--- config.mk ---
export PLATFORM = sky130hd
export DESIGN_NAME = axis_router_top
export DESIGN_NICKNAME = d
export VERILOG_FILES = /design/src/hdl/axis_router_pkg.sv /design/src/hdl/axis_stream_if.sv /design/src/hdl/axis_router_top.sv /design/src/hdl/axis_interconnect_s2m.sv /design/src/hdl/data_pipe_s2m.sv
export SDC_FILE = /design/constraint.sdc
export NUM_CORES = 1
export LEC_CHECK = 0
export BUFFER_PORTS_ARGS = -buffer_cell sky130_fd_sc_hd__buf_2
export CAP_MARGIN = 20
export CELL_PAD_IN_SITES_DETAIL_PLACEMENT = 1
export CELL_PAD_IN_SITES_GLOBAL_PLACEMENT = 1
export CORE_UTILIZATION = 42
export DETAILED_ROUTE_END_ITERATION = 8
export GPL_TIMING_DRIVEN = 0
export PLACE_DENSITY_LB_ADDON = 0.15
export SLEW_MARGIN = 25
export SYNTH_ARGS = -nofsm -noshare
export SYNTH_HDL_FRONTEND = slang
export SYNTH_HIERARCHICAL = 1
export SYNTH_SLANG_ARGS = --single-unit
--- constraint.sdc ---
create_clock -name clock -period 5 [get_ports clock]
set_clock_uncertainty 0.05 [all_clocks]
set_input_delay 1.25 -clock clock [delete_from_list [all_inputs] [get_ports clock]]
set_output_delay 1.25 -clock clock [all_outputs]
set_load 0.02 [all_outputs]
--- src/hdl/axis_router_pkg.sv ---
// axis router shared definitions
package axis_router_pkg;

    // number of master streams fed by the router
    localparam int NUM_PORTS = 4;

    // width of the port address
    localparam int PORT_BITS = 2;

    // tdata width in bits
    localparam int DATA_BITS = 8;

    // one keep bit per tdata byte
    localparam int KEEP_BITS = 1;

    // packed beat is keep, user, last and data from high to low
    localparam int BEAT_BITS = DATA_BITS + 1 + 1 + KEEP_BITS;

    // route lock state
    typedef enum logic {
        // no packet open
        ROUTE_IDLE   = 1'b0,
        // packet open on the latched port
        ROUTE_LOCKED = 1'b1
    } route_state_e;

endpackage
--- src/hdl/axis_stream_if.sv ---
// axi stream interface
`timescale 1ns/1ps

interface axis_stream_if
    import axis_router_pkg::*;
();

    // payload fields travel together on every beat
    logic [DATA_BITS-1:0] tdata;
    logic                 tlast;
    logic                 tuser;
    logic [KEEP_BITS-1:0] tkeep;

    // handshake
    logic                 tvalid;
    logic                 tready;

    // source side drives payload and valid
    modport master (
        output tdata,
        output tvalid,
        output tlast,
        output tuser,
        output tkeep,
        input  tready
    );

    // sink side mirrors the source
    modport slave (
        input  tdata,
        input  tvalid,
        input  tlast,
        input  tuser,
        input  tkeep,
        output tready
    );

endinterface

--- src/hdl/axis_router_top.sv ---
// axis router top level
`timescale 1ns/1ps

module axis_router_top
    import axis_router_pkg::*;
(
    input  logic                 clock,
    input  logic                 rst_n,
    input  logic                 clk_en,
    input  logic [PORT_BITS-1:0] addr,

    // source stream
    input  logic [DATA_BITS-1:0] s_tdata,
    input  logic                 s_tvalid,
    input  logic                 s_tlast,
    input  logic                 s_tuser,
    input  logic [KEEP_BITS-1:0] s_tkeep,
    output logic                 s_tready,

    // sink streams, one element per port
    output logic [DATA_BITS-1:0] m_tdata [NUM_PORTS],
    output logic [NUM_PORTS-1:0] m_tvalid,
    output logic [NUM_PORTS-1:0] m_tlast,
    output logic [NUM_PORTS-1:0] m_tuser,
    output logic [KEEP_BITS-1:0] m_tkeep [NUM_PORTS],
    input  logic [NUM_PORTS-1:0] m_tready
);

    // stream bundles inside the design
    axis_stream_if s_axis ();
    axis_stream_if m_axis [NUM_PORTS] ();

    // source side
    assign s_axis.tdata  = s_tdata;
    assign s_axis.tvalid = s_tvalid;
    assign s_axis.tlast  = s_tlast;
    assign s_axis.tuser  = s_tuser;
    assign s_axis.tkeep  = s_tkeep;
    assign s_tready      = s_axis.tready;

    // sink sides
    for (genvar p = 0; p < NUM_PORTS; p++) begin : g_port
        assign m_tdata[p]       = m_axis[p].tdata;
        assign m_tvalid[p]      = m_axis[p].tvalid;
        assign m_tlast[p]       = m_axis[p].tlast;
        assign m_tuser[p]       = m_axis[p].tuser;
        assign m_tkeep[p]       = m_axis[p].tkeep;
        assign m_axis[p].tready = m_tready[p];
    end

    // router
    axis_interconnect_s2m u_interconnect (
        .clock  (clock),
        .rst_n  (rst_n),
        .clk_en (clk_en),
        .addr   (addr),
        .s00    (s_axis),
        .m00    (m_axis)
    );

endmodule

--- src/hdl/axis_interconnect_s2m.sv ---
// axi stream one to many interconnect
`timescale 1ns/1ps

module axis_interconnect_s2m
    import axis_router_pkg::*;
(
    input  logic                 clock,
    input  logic                 rst_n,
    input  logic                 clk_en,
    input  logic [PORT_BITS-1:0] addr,

    axis_stream_if.slave         s00,
    axis_stream_if.master        m00 [NUM_PORTS]
);

    // packed beats around the core
    logic                 pipe_in_valid;
    logic [BEAT_BITS-1:0] pipe_in_data;
    logic                 pipe_in_ready;
    logic [NUM_PORTS-1:0] pipe_out_valid;
    logic [BEAT_BITS-1:0] pipe_out_data [NUM_PORTS];
    logic [NUM_PORTS-1:0] pipe_out_ready;

    // keep, user, last, data from high bits to low bits
    assign pipe_in_data  = {s00.tkeep, s00.tuser, s00.tlast, s00.tdata};
    assign pipe_in_valid = s00.tvalid;
    assign s00.tready    = pipe_in_ready;

    // unpack each port word back into stream fields
    for (genvar p = 0; p < NUM_PORTS; p++) begin : g_port
        assign m00[p].tvalid     = pipe_out_valid[p];
        assign m00[p].tdata      = pipe_out_data[p][DATA_BITS-1:0];
        assign m00[p].tlast      = pipe_out_data[p][DATA_BITS];
        assign m00[p].tuser      = pipe_out_data[p][DATA_BITS+1];
        assign m00[p].tkeep      = pipe_out_data[p][DATA_BITS+2 +: KEEP_BITS];
        assign pipe_out_ready[p] = m00[p].tready;
    end

    // routing and per port registers
    data_pipe_s2m u_pipe (
        .clock     (clock),
        .rst_n     (rst_n),
        .clk_en    (clk_en),
        .addr      (addr),
        .in_valid  (pipe_in_valid),
        .in_data   (pipe_in_data),
        .in_ready  (pipe_in_ready),
        .out_valid (pipe_out_valid),
        .out_data  (pipe_out_data),
        .out_ready (pipe_out_ready)
    );

endmodule

--- src/hdl/data_pipe_s2m.sv ---
// one to many beat router core
`timescale 1ns/1ps

module data_pipe_s2m
    import axis_router_pkg::*;
(
    input  logic                 clock,
    input  logic                 rst_n,
    input  logic                 clk_en,
    input  logic [PORT_BITS-1:0] addr,

    // input beat
    input  logic                 in_valid,
    input  logic [BEAT_BITS-1:0] in_data,
    output logic                 in_ready,

    // per port output beats
    output logic [NUM_PORTS-1:0] out_valid,
    output logic [BEAT_BITS-1:0] out_data [NUM_PORTS],
    input  logic [NUM_PORTS-1:0] out_ready
);

    // route lock
    route_state_e         state;
    logic [PORT_BITS-1:0] lock_port;

    // port the current input beat is headed for
    logic [PORT_BITS-1:0] target_port;

    // input beat accepted this cycle
    logic                 accept;

    // last flag sits right above the data field
    logic                 in_last;

    assign in_last = in_data[DATA_BITS];

    // new packets follow addr, open packets stay on the latched port
    always_comb begin
        if (state == ROUTE_IDLE) begin
            target_port = addr;
        end else begin
            target_port = lock_port;
        end
    end

    // room when the target register is empty or drains this cycle
    // never looks at in_valid
    assign in_ready = ~out_valid[target_port] | out_ready[target_port];

    // nothing counts while clk_en is low
    assign accept = clk_en & in_valid & in_ready;

    // lock FSM
    always_ff @(posedge clock) begin
        if (!rst_n) begin
            state     <= ROUTE_IDLE;
            lock_port <= '0;
        end else if (accept) begin
            // latch the port on the first beat of a packet
            if (state == ROUTE_IDLE) begin
                lock_port <= addr;
            end
            // tlast closes the packet, anything else keeps it open
            if (in_last) begin
                state <= ROUTE_IDLE;
            end else begin
                state <= ROUTE_LOCKED;
            end
        end
    end

    // output valid flags
    always_ff @(posedge clock) begin
        if (!rst_n) begin
            out_valid <= '0;
        end else if (clk_en) begin
            for (int i = 0; i < NUM_PORTS; i++) begin
                if (accept && (target_port == PORT_BITS'(i))) begin
                    // reload wins over drain
                    out_valid[i] <= 1'b1;
                end else if (out_ready[i]) begin
                    // drained with nothing behind it
                    out_valid[i] <= 1'b0;
                end
            end
        end
    end

    // output payload registers
    always_ff @(posedge clock) begin
        if (clk_en) begin
            for (int i = 0; i < NUM_PORTS; i++) begin
                // hold while waiting on ready
                if (accept && (target_port == PORT_BITS'(i))) begin
                    out_data[i] <= in_data;
                end
            end
        end
    end

endmodule

==> impl_metrics.ini <==
[placement]
placed_cells = 229
io_buffers = 68
gp_congestion = 0.785
dp_hpwl_um = 3010

[critical_path]
slowest_delay_ns = 0.41
regToRegSetupSlack_ns = 2.72
worstSetupPathDepth = 5
rr_worst_depth = 4
cp-start-kind = input pin
crit_path_end = s_tready
path_buf_inv = 2
path_max_fanout = 5
timing.rr.start = u_interconnect/u_pipe/state$_SDFFE_PN0P_
critPathLaunch = addr[1]
crit_family = multiplexers
critPathRequiredTime_ns = 3.70
crit_type = input pin to output port
worstPathArrival_ns = 2.42
r2r_end = u_interconnect/u_pipe/out_data[32]$_DFFE_PP_
path_cells = buf_2 > mux2i_2 > mux2i_1 > mux2i_1 > buf_2
endpoint_kind = output port
cp_slowest_cell = mux2i_1

[global_route]
antenna_found_initial = 0
grt_pass1_wl_um = 5840
grt_max_degree = 17
grt_pass1_vias = 1156
track_usage = 0.182
grt-ovfl-total = 0

[timing]
final_max_slew_viol_count = 0
slew_headroom = 0.556
post-route-period-util = 0.743
final_hold_viol_count = 0
rsz0062_at_grt = false
setup_viol = 0
fin_crit_ns = 3.72
fmax_ghz = 0.269
worst_pin_slew_ns = 0.663
tns_ns = 0

[clock_tree]
clock_path_buffers = 2
htree_levels = 2
cts_hold_buf = 0
clock-sinks = 51
insertion_delay_ns = 0.29
cts_tree = yes
cts-root-buf = clkbuf_8
cts_setup_buffers = 0
cts_resized = 0
clkTransAtPathRegs_ns = 0.08
numCtsBuffers = 5

[routing]
num_vias = 1137
wl_per_cell_um = 16.6
first_pass_iters = 4
dr.max_layer_used = met4
wl_met1_um = 1630
drt_iter0_markers = 58
postRouteAntennaNets = 0
routed-wl-met2_um = 1990
via_per_inst = 4.80
wl_met3_um = 286
drc_errors = 0
routed_wl_um = 3940

[hold_path]
hold_depth = 2
hp-class = register to register

[die]
boundaryPins = 70
initial_core_util = 0.452
row_count = 23
core-area_um2 = 4140
fp.dieW_um = 68.8
design.die.area_um2 = 4730
die_h_um = 68.8

[finish]
fin_nets = 207
finalNonFillerCells = 237
antenna_cells = 0
fill_cells = 433
multi_input_area_um2 = 307
regArea_um2 = 1460
syn_to_final_growth_pct = 30.4
drive_above_1_share = 0.551

[logic_synthesis]
synth_warnings = 6
mappedNetlistNets = 128
synth_enable_flop_cells = 44
ys_ff_latch = 51
ys_seq_area_frac = 0.781
netlist_instances = 107
synth_cell_types = 26
syn_area_per_cell_um2 = 17.5
ys.flop_type = edfxtp_1
synth_area_um2 = 1870
async_flop_share = 0

[pwr]
powerDensity_nw_per_um2 = 335
p_leak_uw = 0.00100
ir_drop_uv = 186

[status]
status = finished clean

[run]
drv_cap = 0
==> metal layers <==
| metal | track usage | up-vias |
|---|---|---|
| li1 | - | 541 |
| met1 | 0.219 | 546 |
| met2 | 0.315 | 48 |
| met3 | 0.0461 | 2 |
| met4 | 0.0689 | 0 |
| met5 | 0 | - |
==> worst register-to-register path: stages (launching register included) <==
cell	delay (ns)
dfxtp_1	0.44
mux2i_2	0.45
nand3_1	0.27
nor3_2	0.57
buf_6	0.23
==> worst min-delay path by stage <==
| stage | startpoint | to |
|---|---|---|
| CTS | u_interconnect/u_pipe/lock_port[0]$_SDFFE_PN0P_ | u_interconnect/u_pipe/lock_port[0]$_SDFFE_PN0P_ |
| detailed placement | u_interconnect/u_pipe/lock_port[0]$_SDFFE_PN0P_ | u_interconnect/u_pipe/lock_port[0]$_SDFFE_PN0P_ |
| global route | u_interconnect/u_pipe/lock_port[0]$_SDFFE_PN0P_ | u_interconnect/u_pipe/lock_port[0]$_SDFFE_PN0P_ |
| finish | u_interconnect/u_pipe/lock_port[0]$_SDFFE_PN0P_ | u_interconnect/u_pipe/lock_port[0]$_SDFFE_PN0P_ |
| global placement | u_interconnect/u_pipe/lock_port[0]$_SDFFE_PN0P_ | u_interconnect/u_pipe/lock_port[0]$_SDFFE_PN0P_ |
| floorplan | u_interconnect/u_pipe/lock_port[0]$_SDFFE_PN0P_ | u_interconnect/u_pipe/lock_port[0]$_SDFFE_PN0P_ |
==> synth_stat cells (2+ instances only) <==
cell | instances | area share
buf_4 | 16 | 0.064
a22oi_1 | 2 | 0.0080
a21boi_0 | 2 | 0.0080
nand2b_1 | 3 | 0.010
nor2b_1 | 4 | 0.013
nand3_1 | 3 | 0.0080
o21a_1 | 2 | 0.0080
mux2i_1 | 4 | 0.021
nor2_1 | 2 | 0.0040
edfxtp_1 | 44 | 0.71
nand2_1 | 4 | 0.0080
dfxtp_1 | 7 | 0.075
==> cells in the final DEF, fill, tap and decap left out, drive strengths merged, types with 2 or more instances in the layout <==
cell type,synthesis,final
clkinv,0,2
a22oi,2,2
clkbuf,1,6
edfxtp,44,44
nand2,4,4
o21a,2,2
nor2b,4,4
mux2i,5,5
buf,16,88
nand3,3,3
nor2,2,2
a21boi,3,3
mux2,2,2
dfxtp,7,7
nand2b,3,3
nor4,2,2
==> report_power, final <==
group	internal [uW]	switching [uW]	leakage, uW	total, uW
Combinational	25.2	38.4	0.000485	63.6
Clock	149	128	0.0000581	277
Sequential	474	4.39	0.000457	478
==> flip-flops by register name, summed over array words and instances (netlist names) <==
signal / count
u_interconnect/u_pipe/out_data: 44
u_interconnect/u_pipe/lock_port: 2
u_interconnect/u_pipe/out_valid: 4
u_interconnect/u_pipe/state: 1
==> final cells by class <==
cell class / count / area share
flip-flops and latches: 51 / 0.599
plain buffers: 17 / 0.0507
clock inverters: 3 / 0.0179
multi-input cells: 39 / 0.126
repair buffers: 72 / 0.153
well taps: 50 / 0.0256
clock buffers: 5 / 0.0282
==> logic make-up (layout without fill, tap and decap cells) <==
group,Yosys count,count (layout),share of synthesized area
buf+inv,17,97,0.0662
mux,7,7,0.0428
flops,51,51,0.781
compound gates,11,11,0.0475
simple gates,21,21,0.0628
==> metrics by stage <==
step / hold slack [ns] / cell area [um^2] / worst slack (ns) / util / power, uW
3_5_place_dp: 0.455 / 2330 / 1.30 / 0.562 / 552
4_1_cts: 0.468 / 2440 / 1.29 / 0.589 / 825
3_3_place_gp: 0.426 / 2270 / 0.796 / 0.549 / 546
2_1_floorplan: 0.412 / 1870 / 1.48 / - / 522
6_report: 0.469 / 2440 / 1.28 / 0.589 / 819
5_1_grt: 0.495 / 2440 / 1.24 / 0.589 / 849
Power figures use the tool's default switching activity.
